==> config.mk <==
export PLATFORM = sky130hd
export DESIGN_NAME = riscv_core
export DESIGN_NICKNAME = d
export VERILOG_FILES = /design/src/hdl/riscv_pkg.sv /design/src/hdl/alu.sv /design/src/hdl/decode_stage.sv /design/src/hdl/execute_stage.sv /design/src/hdl/fetch_stage.sv /design/src/hdl/hazard_unit.sv /design/src/hdl/mem_wb_stage.sv /design/src/hdl/register_file.sv /design/src/hdl/riscv_core.sv
export SDC_FILE = /design/constraint.sdc
export NUM_CORES = 2
export LEC_CHECK = 0
export ABC_CLOCK_PERIOD_IN_PS = 8750
export BUFFER_PORTS_ARGS = -buffer_cell sky130_fd_sc_hd__buf_2
export CAP_MARGIN = 20
export CORE_ASPECT_RATIO = 1.4
export CORE_UTILIZATION = 40
export DETAILED_ROUTE_END_ITERATION = 12
export GPL_TIMING_DRIVEN = 1
export PLACE_DENSITY_LB_ADDON = 0.12
export SYNTH_ARGS = -nofsm -noshare
export SYNTH_HDL_FRONTEND = slang
export SYNTH_HIERARCHICAL = 1
export SYNTH_SLANG_ARGS = --single-unit
export TNS_END_PERCENT = 50
==> constraint.sdc <==
create_clock -name clk -period 8.75 [get_ports clk]
set_input_delay 0.875 -clock clk [delete_from_list [all_inputs] [get_ports clk]]
set_output_delay 0.875 -clock clk [all_outputs]
set_load 0.02 [all_outputs]
==> src/hdl/riscv_pkg.sv <==
package riscv_pkg;

    localparam int XLEN     = 32;
    localparam int NUM_REGS = 32;

    typedef logic [XLEN-1:0] word_t;
    typedef logic [4:0]      reg_idx_t;

    localparam word_t RESET_PC  = 32'h0000_0000;
    localparam word_t PC_STEP   = 32'd4;
    localparam word_t NOP_INSTR = 32'h0000_0013;  // addi x0, x0, 0

    typedef enum logic [6:0] {
        OPC_OP     = 7'b0110011,
        OPC_OP_IMM = 7'b0010011,
        OPC_LOAD   = 7'b0000011,
        OPC_STORE  = 7'b0100011,
        OPC_BRANCH = 7'b1100011
    } opcode_e;

    // funct3 of OP / OP-IMM
    typedef enum logic [2:0] {
        ALU_ADD  = 3'b000,
        ALU_SLL  = 3'b001,
        ALU_SLT  = 3'b010,
        ALU_SLTU = 3'b011,
        ALU_XOR  = 3'b100,
        ALU_SRL  = 3'b101,
        ALU_OR   = 3'b110,
        ALU_AND  = 3'b111
    } alu_op_e;

    // funct3 of BRANCH
    typedef enum logic [2:0] {
        BR_EQ  = 3'b000,
        BR_NE  = 3'b001,
        BR_LT  = 3'b100,
        BR_GE  = 3'b101,
        BR_LTU = 3'b110,
        BR_GEU = 3'b111
    } br_cond_e;

    typedef enum logic [1:0] {
        FWD_NONE = 2'b00,
        FWD_MEM  = 2'b01,
        FWD_WB   = 2'b10
    } fwd_sel_e;

endpackage

==> src/hdl/alu.sv <==
`timescale 1ns/1ps

module alu (
    input  riscv_pkg::word_t   a_i,
    input  riscv_pkg::word_t   b_i,
    input  riscv_pkg::alu_op_e op_i,
    input  logic               sub_sra_i,
    input  logic               is_branch_i,
    output riscv_pkg::word_t   result_o,
    output logic               branch_cond_o
);
    import riscv_pkg::*;

    logic       eq, lt, ltu;
    logic [4:0] shamt;
    word_t      sra_res;
    logic       cond;

    assign eq    = (a_i == b_i);
    assign lt    = ($signed(a_i) < $signed(b_i));
    assign ltu   = (a_i < b_i);
    assign shamt = b_i[4:0];

    assign sra_res = $signed(a_i) >>> shamt;  // kept apart so it stays signed

    always_comb
    begin
        case (op_i)
            ALU_ADD:  result_o = sub_sra_i ? a_i - b_i : a_i + b_i;
            ALU_SLL:  result_o = a_i << shamt;
            ALU_SLT:  result_o = {31'b0, lt};
            ALU_SLTU: result_o = {31'b0, ltu};
            ALU_XOR:  result_o = a_i ^ b_i;
            ALU_SRL:  result_o = sub_sra_i ? sra_res : a_i >> shamt;
            ALU_OR:   result_o = a_i | b_i;
            ALU_AND:  result_o = a_i & b_i;
            default:  result_o = '0;
        endcase
    end

    // branch funct3 reuses the op field
    always_comb
    begin
        case (br_cond_e'(op_i))
            BR_EQ:   cond = eq;
            BR_NE:   cond = !eq;
            BR_LT:   cond = lt;
            BR_GE:   cond = !lt;
            BR_LTU:  cond = ltu;
            BR_GEU:  cond = !ltu;
            default: cond = 1'b0;
        endcase
    end

    assign branch_cond_o = is_branch_i && cond;

endmodule

==> src/hdl/decode_stage.sv <==
`timescale 1ns/1ps

module decode_stage (
    input  logic                clk,
    input  logic                reset_i,
    input  logic                stall_i,
    input  logic                flush_i,
    input  riscv_pkg::word_t    pc_i,
    input  riscv_pkg::word_t    instr_i,
    output riscv_pkg::reg_idx_t rf_rs1_idx_o,
    output riscv_pkg::reg_idx_t rf_rs2_idx_o,
    output riscv_pkg::reg_idx_t id_rs1_idx_o,
    output riscv_pkg::reg_idx_t id_rs2_idx_o,
    output riscv_pkg::reg_idx_t id_rd_idx_o,
    output riscv_pkg::opcode_e  id_opcode_o,
    output logic [2:0]          id_funct3_o,
    output logic                id_sub_sra_o,
    output riscv_pkg::word_t    id_imm_o,
    output riscv_pkg::word_t    id_branch_target_o,
    output logic                id_rs1_used_o,
    output logic                id_rs2_used_o,
    output logic                id_reg_write_o
);
    import riscv_pkg::*;

    word_t imm_i, imm_s, imm_b;
    word_t imm;
    logic  legal, rs2_used, reg_write, sub_sra;

    assign rf_rs1_idx_o = instr_i[19:15];
    assign rf_rs2_idx_o = instr_i[24:20];

    assign imm_i = {{20{instr_i[31]}}, instr_i[31:20]};
    assign imm_s = {{20{instr_i[31]}}, instr_i[31:25], instr_i[11:7]};
    assign imm_b = {{20{instr_i[31]}}, instr_i[7], instr_i[30:25], instr_i[11:8], 1'b0};

    always_comb
    begin
        legal     = 1'b1;
        rs2_used  = 1'b0;
        reg_write = 1'b0;
        sub_sra   = 1'b0;
        imm       = imm_i;
        case (instr_i[6:0])
            OPC_OP:
            begin
                rs2_used  = 1'b1;
                reg_write = 1'b1;
                sub_sra   = instr_i[30];
            end
            OPC_OP_IMM:
            begin
                reg_write = 1'b1;
                // only srai has the bit, addi must never subtract
                if (alu_op_e'(instr_i[14:12]) inside {ALU_SLL, ALU_SRL})
                begin
                    sub_sra = instr_i[30];
                end
            end
            OPC_LOAD:   reg_write = 1'b1;
            OPC_STORE:
            begin
                rs2_used = 1'b1;
                imm      = imm_s;
            end
            OPC_BRANCH:
            begin
                rs2_used = 1'b1;
                imm      = imm_b;
            end
            default:    legal = 1'b0;
        endcase
    end

    // ID/EX control, bubble looks like a nop that writes nothing
    always_ff @(posedge clk)
    begin
        if (!reset_i || stall_i || flush_i || !legal)
        begin
            id_opcode_o    <= OPC_OP_IMM;
            id_rd_idx_o    <= '0;
            id_reg_write_o <= 1'b0;
            id_rs1_used_o  <= 1'b0;
            id_rs2_used_o  <= 1'b0;
        end
        else
        begin
            id_opcode_o    <= opcode_e'(instr_i[6:0]);
            id_rd_idx_o    <= instr_i[11:7];
            id_reg_write_o <= reg_write;
            id_rs1_used_o  <= 1'b1;  // every kept opcode reads rs1
            id_rs2_used_o  <= rs2_used;
        end
    end

    always_ff @(posedge clk)
    begin
        id_rs1_idx_o       <= instr_i[19:15];
        id_rs2_idx_o       <= instr_i[24:20];
        id_funct3_o        <= instr_i[14:12];
        id_sub_sra_o       <= sub_sra;
        id_imm_o           <= imm;
        id_branch_target_o <= pc_i + imm_b;
    end

endmodule

==> src/hdl/execute_stage.sv <==
`timescale 1ns/1ps

module execute_stage (
    input  logic                clk,
    input  logic                reset_i,
    input  riscv_pkg::reg_idx_t id_rd_idx_i,
    input  riscv_pkg::opcode_e  id_opcode_i,
    input  logic [2:0]          id_funct3_i,
    input  logic                id_sub_sra_i,
    input  riscv_pkg::word_t    id_imm_i,
    input  riscv_pkg::word_t    id_branch_target_i,
    input  logic                id_reg_write_i,
    input  riscv_pkg::word_t    rs1_data_i,
    input  riscv_pkg::word_t    rs2_data_i,
    input  riscv_pkg::fwd_sel_e fwd_rs1_sel_i,
    input  riscv_pkg::fwd_sel_e fwd_rs2_sel_i,
    input  riscv_pkg::word_t    wb_data_i,
    output logic                branch_taken_o,
    output riscv_pkg::word_t    branch_target_o,
    output riscv_pkg::word_t    ex_alu_result_o,
    output riscv_pkg::word_t    ex_store_data_o,
    output riscv_pkg::reg_idx_t ex_rd_idx_o,
    output logic                ex_reg_write_o,
    output logic                ex_mem_read_o,
    output logic                ex_mem_write_o
);
    import riscv_pkg::*;

    word_t   rs1_q, rs2_q;
    word_t   op_a, rs2_val, op_b, alu_res;
    alu_op_e alu_op;
    logic    is_mem, is_branch, use_imm, branch_cond;

    function automatic word_t fwd_mux(fwd_sel_e sel, word_t rf_val, word_t mem_val,
                                      word_t wb_val);
        case (sel)
            FWD_MEM: return mem_val;
            FWD_WB:  return wb_val;
            default: return rf_val;
        endcase
    endfunction

    // register file data read in ID, data half of ID/EX
    always_ff @(posedge clk)
    begin
        rs1_q <= rs1_data_i;
        rs2_q <= rs2_data_i;
    end

    assign is_mem    = (id_opcode_i == OPC_LOAD) || (id_opcode_i == OPC_STORE);
    assign is_branch = (id_opcode_i == OPC_BRANCH);
    assign use_imm   = is_mem || (id_opcode_i == OPC_OP_IMM);

    assign op_a    = fwd_mux(fwd_rs1_sel_i, rs1_q, ex_alu_result_o, wb_data_i);
    assign rs2_val = fwd_mux(fwd_rs2_sel_i, rs2_q, ex_alu_result_o, wb_data_i);
    assign op_b    = use_imm ? id_imm_i : rs2_val;
    assign alu_op  = is_mem ? ALU_ADD : alu_op_e'(id_funct3_i);  // address add

    alu u_alu (
        .a_i           (op_a),
        .b_i           (op_b),
        .op_i          (alu_op),
        .sub_sra_i     (id_sub_sra_i && !is_mem),
        .is_branch_i   (is_branch),
        .result_o      (alu_res),
        .branch_cond_o (branch_cond)
    );

    assign branch_taken_o  = branch_cond;
    assign branch_target_o = id_branch_target_i;

    always_ff @(posedge clk)
    begin
        if (!reset_i)
        begin
            ex_rd_idx_o    <= '0;
            ex_reg_write_o <= 1'b0;
            ex_mem_read_o  <= 1'b0;
            ex_mem_write_o <= 1'b0;
        end
        else
        begin
            ex_rd_idx_o    <= id_rd_idx_i;
            ex_reg_write_o <= id_reg_write_i;
            ex_mem_read_o  <= (id_opcode_i == OPC_LOAD);
            ex_mem_write_o <= (id_opcode_i == OPC_STORE);
        end
    end

    always_ff @(posedge clk)
    begin
        ex_alu_result_o <= alu_res;
        ex_store_data_o <= rs2_val;
    end

endmodule

==> src/hdl/fetch_stage.sv <==
`timescale 1ns/1ps

module fetch_stage (
    input  logic             clk,
    input  logic             reset_i,
    input  logic             stall_i,
    input  logic             branch_taken_i,
    input  riscv_pkg::word_t branch_target_i,
    input  riscv_pkg::word_t imem_data_i,
    output riscv_pkg::word_t imem_addr_o,
    output riscv_pkg::word_t pc_o,
    output riscv_pkg::word_t instr_o
);
    import riscv_pkg::*;

    word_t pc_q;

    assign imem_addr_o = pc_q;  // combinational imem read

    always_ff @(posedge clk)
    begin
        if (!reset_i)
        begin
            pc_q    <= RESET_PC;
            instr_o <= NOP_INSTR;
        end
        else if (branch_taken_i)
        begin
            pc_q    <= branch_target_i;
            instr_o <= NOP_INSTR;  // wrong-path fetch dropped
        end
        else if (!stall_i)
        begin
            pc_q    <= pc_q + PC_STEP;
            instr_o <= imem_data_i;
        end
    end

    // address of the word in IF/ID, only used for branch targets
    always_ff @(posedge clk)
    begin
        if (!stall_i)
        begin
            pc_o <= pc_q;
        end
    end

endmodule

==> src/hdl/hazard_unit.sv <==
`timescale 1ns/1ps

module hazard_unit (
    input  riscv_pkg::reg_idx_t id_rs1_idx_i,
    input  riscv_pkg::reg_idx_t id_rs2_idx_i,
    input  logic                id_rs1_used_i,
    input  logic                id_rs2_used_i,
    input  riscv_pkg::opcode_e  id_opcode_i,
    input  riscv_pkg::reg_idx_t id_rd_idx_i,
    input  riscv_pkg::word_t    if_instr_i,
    input  riscv_pkg::reg_idx_t ex_rd_idx_i,
    input  logic                ex_reg_write_i,
    input  logic                ex_mem_read_i,
    input  riscv_pkg::reg_idx_t wb_rd_idx_i,
    input  logic                wb_we_i,
    output riscv_pkg::fwd_sel_e fwd_rs1_sel_o,
    output riscv_pkg::fwd_sel_e fwd_rs2_sel_o,
    output logic                stall_o
);
    import riscv_pkg::*;

    logic     mem_fwd_ok, wb_fwd_ok;
    logic     if_uses_rs1, if_uses_rs2;
    reg_idx_t if_rs1, if_rs2;
    logic [6:0] if_opc;

    // a load in EX/MEM has no data yet, the interlock covers it
    assign mem_fwd_ok = ex_reg_write_i && !ex_mem_read_i && (ex_rd_idx_i != '0);
    assign wb_fwd_ok  = wb_we_i && (wb_rd_idx_i != '0);

    always_comb
    begin
        fwd_rs1_sel_o = FWD_NONE;
        fwd_rs2_sel_o = FWD_NONE;
        if (id_rs1_used_i && mem_fwd_ok && ex_rd_idx_i == id_rs1_idx_i)
            fwd_rs1_sel_o = FWD_MEM;
        else if (id_rs1_used_i && wb_fwd_ok && wb_rd_idx_i == id_rs1_idx_i)
            fwd_rs1_sel_o = FWD_WB;
        if (id_rs2_used_i && mem_fwd_ok && ex_rd_idx_i == id_rs2_idx_i)
            fwd_rs2_sel_o = FWD_MEM;
        else if (id_rs2_used_i && wb_fwd_ok && wb_rd_idx_i == id_rs2_idx_i)
            fwd_rs2_sel_o = FWD_WB;
    end

    assign if_opc = if_instr_i[6:0];
    assign if_rs1 = if_instr_i[19:15];
    assign if_rs2 = if_instr_i[24:20];

    assign if_uses_rs2 = (if_opc == OPC_OP) || (if_opc == OPC_STORE) || (if_opc == OPC_BRANCH);
    assign if_uses_rs1 = if_uses_rs2 || (if_opc == OPC_OP_IMM) || (if_opc == OPC_LOAD);

    // load in ID/EX feeding the word in IF/ID
    assign stall_o = (id_opcode_i == OPC_LOAD) && (id_rd_idx_i != '0) &&
                     ((if_uses_rs1 && if_rs1 == id_rd_idx_i) ||
                      (if_uses_rs2 && if_rs2 == id_rd_idx_i));

endmodule

==> src/hdl/mem_wb_stage.sv <==
`timescale 1ns/1ps

module mem_wb_stage (
    input  logic                clk,
    input  logic                reset_i,
    input  riscv_pkg::word_t    ex_alu_result_i,
    input  riscv_pkg::word_t    ex_store_data_i,
    input  riscv_pkg::reg_idx_t ex_rd_idx_i,
    input  logic                ex_reg_write_i,
    input  logic                ex_mem_read_i,
    input  logic                ex_mem_write_i,
    input  riscv_pkg::word_t    dmem_rdata_i,
    output riscv_pkg::word_t    dmem_addr_o,
    output riscv_pkg::word_t    dmem_wdata_o,
    output logic                dmem_we_o,
    output logic                dmem_re_o,
    output logic                wb_we_o,
    output riscv_pkg::reg_idx_t wb_rd_idx_o,
    output riscv_pkg::word_t    wb_data_o
);
    import riscv_pkg::*;

    word_t alu_result_q;
    logic  is_load_q;

    assign dmem_addr_o  = ex_alu_result_i;
    assign dmem_wdata_o = ex_store_data_i;
    assign dmem_we_o    = ex_mem_write_i;
    assign dmem_re_o    = ex_mem_read_i;

    always_ff @(posedge clk)
    begin
        if (!reset_i)
        begin
            wb_we_o     <= 1'b0;
            wb_rd_idx_o <= '0;
            is_load_q   <= 1'b0;
        end
        else
        begin
            wb_we_o     <= ex_reg_write_i;
            wb_rd_idx_o <= ex_rd_idx_i;
            is_load_q   <= ex_mem_read_i;
        end
    end

    always_ff @(posedge clk)
    begin
        alu_result_q <= ex_alu_result_i;
    end

    assign wb_data_o = is_load_q ? dmem_rdata_i : alu_result_q;  // read data lands here

endmodule

==> src/hdl/register_file.sv <==
`timescale 1ns/1ps

module register_file (
    input  logic                clk,
    input  logic                reset_i,
    input  logic                we_i,
    input  riscv_pkg::reg_idx_t rd_idx_i,
    input  riscv_pkg::word_t    rd_data_i,
    input  riscv_pkg::reg_idx_t rs1_idx_i,
    input  riscv_pkg::reg_idx_t rs2_idx_i,
    output riscv_pkg::word_t    rs1_data_o,
    output riscv_pkg::word_t    rs2_data_o
);
    import riscv_pkg::*;

    word_t regs [NUM_REGS];
    logic  wr_en;

    assign wr_en = reset_i && we_i && (rd_idx_i != '0);  // x0 never written

    always_ff @(posedge clk)
    begin
        if (wr_en)
        begin
            regs[rd_idx_i] <= rd_data_i;
        end
    end

    // write-first, so a writeback in this cycle is seen by decode
    assign rs1_data_o = (rs1_idx_i == '0) ? '0 :
                        (wr_en && rd_idx_i == rs1_idx_i) ? rd_data_i : regs[rs1_idx_i];
    assign rs2_data_o = (rs2_idx_i == '0) ? '0 :
                        (wr_en && rd_idx_i == rs2_idx_i) ? rd_data_i : regs[rs2_idx_i];

endmodule

==> src/hdl/riscv_core.sv <==
`timescale 1ns/1ps

module riscv_core (
    input  logic             clk,
    input  logic             reset_i,
    input  riscv_pkg::word_t imem_data_i,
    input  riscv_pkg::word_t dmem_rdata_i,
    output riscv_pkg::word_t imem_addr_o,
    output riscv_pkg::word_t dmem_addr_o,
    output riscv_pkg::word_t dmem_wdata_o,
    output logic             dmem_we_o,
    output logic             dmem_re_o
);
    import riscv_pkg::*;

    word_t    if_pc, if_instr;
    reg_idx_t rf_rs1_idx, rf_rs2_idx;
    word_t    rf_rs1_data, rf_rs2_data;
    reg_idx_t id_rs1_idx, id_rs2_idx, id_rd_idx;
    opcode_e  id_opcode;
    logic [2:0] id_funct3;
    logic     id_sub_sra, id_rs1_used, id_rs2_used, id_reg_write;
    word_t    id_imm, id_branch_target;
    logic     branch_taken, stall;
    word_t    branch_target;
    fwd_sel_e fwd_rs1_sel, fwd_rs2_sel;
    word_t    ex_alu_result, ex_store_data;
    reg_idx_t ex_rd_idx;
    logic     ex_reg_write, ex_mem_read, ex_mem_write;
    logic     wb_we;
    reg_idx_t wb_rd_idx;
    word_t    wb_data;

    fetch_stage u_fetch (
        .clk (clk), .reset_i (reset_i), .stall_i (stall),
        .branch_taken_i (branch_taken), .branch_target_i (branch_target),
        .imem_data_i (imem_data_i), .imem_addr_o (imem_addr_o),
        .pc_o (if_pc), .instr_o (if_instr)
    );

    decode_stage u_decode (
        .clk (clk), .reset_i (reset_i), .stall_i (stall), .flush_i (branch_taken),
        .pc_i (if_pc), .instr_i (if_instr),
        .rf_rs1_idx_o (rf_rs1_idx), .rf_rs2_idx_o (rf_rs2_idx),
        .id_rs1_idx_o (id_rs1_idx), .id_rs2_idx_o (id_rs2_idx), .id_rd_idx_o (id_rd_idx),
        .id_opcode_o (id_opcode), .id_funct3_o (id_funct3), .id_sub_sra_o (id_sub_sra),
        .id_imm_o (id_imm), .id_branch_target_o (id_branch_target),
        .id_rs1_used_o (id_rs1_used), .id_rs2_used_o (id_rs2_used),
        .id_reg_write_o (id_reg_write)
    );

    register_file u_regfile (
        .clk (clk), .reset_i (reset_i),
        .we_i (wb_we), .rd_idx_i (wb_rd_idx), .rd_data_i (wb_data),
        .rs1_idx_i (rf_rs1_idx), .rs2_idx_i (rf_rs2_idx),
        .rs1_data_o (rf_rs1_data), .rs2_data_o (rf_rs2_data)
    );

    execute_stage u_execute (
        .clk (clk), .reset_i (reset_i),
        .id_rd_idx_i (id_rd_idx), .id_opcode_i (id_opcode), .id_funct3_i (id_funct3),
        .id_sub_sra_i (id_sub_sra), .id_imm_i (id_imm),
        .id_branch_target_i (id_branch_target), .id_reg_write_i (id_reg_write),
        .rs1_data_i (rf_rs1_data), .rs2_data_i (rf_rs2_data),
        .fwd_rs1_sel_i (fwd_rs1_sel), .fwd_rs2_sel_i (fwd_rs2_sel), .wb_data_i (wb_data),
        .branch_taken_o (branch_taken), .branch_target_o (branch_target),
        .ex_alu_result_o (ex_alu_result), .ex_store_data_o (ex_store_data),
        .ex_rd_idx_o (ex_rd_idx), .ex_reg_write_o (ex_reg_write),
        .ex_mem_read_o (ex_mem_read), .ex_mem_write_o (ex_mem_write)
    );

    hazard_unit u_hazard (
        .id_rs1_idx_i (id_rs1_idx), .id_rs2_idx_i (id_rs2_idx),
        .id_rs1_used_i (id_rs1_used), .id_rs2_used_i (id_rs2_used),
        .id_opcode_i (id_opcode), .id_rd_idx_i (id_rd_idx), .if_instr_i (if_instr),
        .ex_rd_idx_i (ex_rd_idx), .ex_reg_write_i (ex_reg_write),
        .ex_mem_read_i (ex_mem_read), .wb_rd_idx_i (wb_rd_idx), .wb_we_i (wb_we),
        .fwd_rs1_sel_o (fwd_rs1_sel), .fwd_rs2_sel_o (fwd_rs2_sel), .stall_o (stall)
    );

    mem_wb_stage u_mem_wb (
        .clk (clk), .reset_i (reset_i),
        .ex_alu_result_i (ex_alu_result), .ex_store_data_i (ex_store_data),
        .ex_rd_idx_i (ex_rd_idx), .ex_reg_write_i (ex_reg_write),
        .ex_mem_read_i (ex_mem_read), .ex_mem_write_i (ex_mem_write),
        .dmem_rdata_i (dmem_rdata_i), .dmem_addr_o (dmem_addr_o),
        .dmem_wdata_o (dmem_wdata_o), .dmem_we_o (dmem_we_o), .dmem_re_o (dmem_re_o),
        .wb_we_o (wb_we), .wb_rd_idx_o (wb_rd_idx), .wb_data_o (wb_data)
    );

endmodule

==> qor.yml <==
run_status:
  status: "finished clean"
logic_synthesis:
  synth_area_leaders: "edfxtp_1 44%, mux4_2 13%, dfxtp_1 8.7%, mux2i_1 5.6%, ha_1 2.3%"
  synth_top_area_share_pct: 44.2
  async_flop_share_pct: 0
  ys_types: 119
  syn_area_per_cell_um2: 13.4
  synth_top_area_cell: "edfxtp_1"
  yosysWarnings: 6
  synth_flop_cell: "edfxtp_1"
  synth_edf_count: 1056
  ys_seq_area_share_pct: 52.9
  synth_cells: 5346
  synthesis.area_um2: 71800
  ys_seq_elements: 1369
timing:
  skew_ns: 0.0452
  drv_slew: 0
  grt_setup_unrepaired: "no"
  tns_ns: 0
  fin_crit_sh_pct: 83.4
  relSlewSlack_pct: 14.1
  max_slew.worst_pin.slew_ns: 1.29
  max_freq_mhz: 137
  hold_viol: 0
  finalSetupViolations: 0
  fin_crit_ns: 7.30
worst_setup_path:
  crit_chain: "or4_1 > o21ai_2 > nor3_2 > nor3_2 > ha_2 > buf_4 > a22oi_1 > o21ai_0 > mux2_4 > inv_1 > ha_1 > or4_1 > or4_1 > nor3_1 > nand4_1 > xnor2_1 > nand3_1 > o21ai_2 > inv_1 > buf_4 > nand2_1 > buf_16 > nor2_1"
  critPathLaunchType: "flop"
  critPathKind: "flop to flop"
  crit_family: "simple AND/OR/NAND/NOR gates"
  critPathRequiredTime_ns: 9.46
  timing.critical_path.buf_inv: 5
  slowest_delay_ns: 0.74
  crit_fanout: 52
  crit_top_cell: "or4_1"
  cp_slowest_cell: "ha_2"
  setup.worst_path.end_class: "flop"
  cp.arrival_ns: 8.01
placed_design:
  place_congestion: 0.974
  dp_hpwl_mm: 171
  port-buffer-count: 163
route:
  first_iter_violations: 5840
  routed_via_density: 6.45
  final_antenna_net_count: 0
  vias: 50012
  wire_per_inst_um: 35.2
  first_pass_iters: 6
  drc: 0
  wirelength_mm: 273
die:
  num_rows: 183
  die-area_um2: 181000
  coreArea_um2: 178000
  die_h_um: 503
  die_x_um: 360
  start_util_pct: 40.4
  num_io_pins: 164
clock_network:
  clk_latency_ns: 0.81
  cts-root-buf: "clkbuf_16"
  cts-resized-gates: 0
  cts_tree: "built"
  cts_buffers: 142
  clkTransAtPathRegs_ns: 0.06
  cts.sinks: 1369
  cts_hold_buf: 0
  h-tree-depth: 4
  clockBufferDepth: 3
  cts_setup_buffers: 0
power_and_ir_drop:
  cellLeakagePower_nw: 26.7
  total_power_mw: 18.3
  ir_worst_vdd_v: 0.000151
  powerDensity_nw_per_um2: 232
worst_hold_path:
  hp-class: "input port to flop"
cells_and_area:
  nets: 5528
  layout_commonest_cell: "edfxtp_1"
  final_cell_mix: "1056 x edfxtp_1, 429 x mux4_2, 404 x mux2i_1, 302 x dfxtp_1, 297 x nand2_1"
  drive_gt1_share_pct: 21.3
  syn2layout_area_growth_pct: 9.95
grt:
  grt_pass1_vias: 49669
  grt_pass1_wl_mm: 381
  grt_usage_pct: 29.6
  grt_max_degree: 95
  antenna_found_initial: 17
  grt_overflow: 0
flow_run:
  maxCapViolCount: 0
[power by group]
part | switching [mW] | total, mW | internal, mW | leakage, nW
Sequential | 0.313 | 8.09 | 7.77 | 12.3
Combinational | 2.85 | 4.12 | 1.27 | 12.2
Clock | 2.67 | 6.09 | 3.42 | 2.23
Total | 5.83 | 18.3 | 12.5 | 26.7
[per-layer routing]
metal	routed length (µm)	part of all wire (%)	track usage (%)	up-vias
met3	18700	6.9	4.62	709
met4	15600	5.7	15.4	12
met2	136000	50	51.0	2463
met5	78	0.029	0	-
li1	-	-	-	20952
met1	103000	38	35.8	25876
[final timing paths]
kind	slack, ns	depth (start not counted)	from	end
min reg2reg	0.36	0	u_fetch/pc_o[0]	u_decode/id_branch_target_o[0]
min	0.32	3	imem_data_i[0]	u_fetch/instr_o[0]
max reg2reg	1.45	23	u_execute/ex_rd_idx_o[3]	u_fetch/instr_o[13]
max	1.45	23	u_execute/ex_rd_idx_o[3]	u_fetch/instr_o[13]
[kinds of logic after synthesis]
logic type,after synthesis,share of synthesized area (%)
mux,903,20.5
compound gates,1209,11.5
other cells,3,0.0157
xor+xnor,109,1.33
flops,1369,52.9
buf+inv,634,4.75
fa+ha+maj,135,2.38
simple gates,984,6.64
[worst register-to-register path, delay by kind of cell, from the launching register on]
family	cells	cell delay, ns
AO/OA/AOI/OAI	4	0.93
XOR/XNOR	1	0.17
adder cells (fa/ha/maj)	2	1.18
buffers and inverters	5	1.16
flip-flops	1	0.36
multiplexers	1	0.31
AND/OR/NAND/NOR	10	3.13
[registers in the layout, indices dropped and copies added, names as in the netlist, 3 cells and up]
| register | cells |
|---|---|
| u_decode/id_rs1_idx_o | 5 |
| u_execute/ex_store_data_o | 32 |
| u_regfile/regs | 1024 |
| u_decode/id_opcode_o | 7 |
| u_decode/id_imm_o | 13 |
| u_fetch/pc_o | 32 |
| u_mem_wb/alu_result_q | 32 |
| u_decode/id_rd_idx_o | 5 |
| u_decode/id_branch_target_o | 32 |
| u_decode/id_rs2_idx_o | 5 |
| u_mem_wb/wb_rd_idx_o | 5 |
| u_decode/id_funct3_o | 3 |
| u_fetch/instr_o | 32 |
| u_execute/ex_rd_idx_o | 5 |
| u_fetch/imem_addr_o | 32 |
| u_execute/ex_alu_result_o | 32 |
| u_execute/rs2_q | 32 |
| u_execute/rs1_q | 32 |
[stage by stage]
step | util [%] | area (µm²) | std cells | hold WS [ns] | setup slack [ns]
global route | 44.4 | 78900 | 7753 | 0.291 | 1.11
CTS | 44.3 | 78900 | 7749 | 0.264 | 1.05
detailed placement | 41.8 | 74300 | 7492 | 0.346 | 1.10
finish | 44.4 | 79000 | 7755 | 0.321 | 1.45
global placement | 41.8 | 74300 | 7491 | 0.327 | 1.21
floorplan | - | 71900 | 5379 | 0.323 | 2.27
[Yosys cell counts (all sizes together), types with 132 or more instances]
| cell type | count |
|---|---|
| edfxtp | 1056 |
| dfxtp | 313 |
| clkbuf | 184 |
| mux4 | 429 |
| buf | 335 |
| nor2 | 277 |
| ha | 132 |
| mux2i | 404 |
| a22oi | 157 |
| o21ai | 310 |
| nand2 | 301 |
| a21oi | 197 |
[final cells by class]
type                            count  area, µm²
Inverter                          115        432
Tap cell                         2312       2890
Clock buffer                      185       3900
Sequential cell                  1369      38000
Timing Repair Buffer              323       2140
Antenna cell                        3       7.51
Multi-Input combinational cell   3376      30900
Clock inverter                     72        663
Fill cell                       16043      99000
Note: power is estimated with default switching activity, not from simulation.
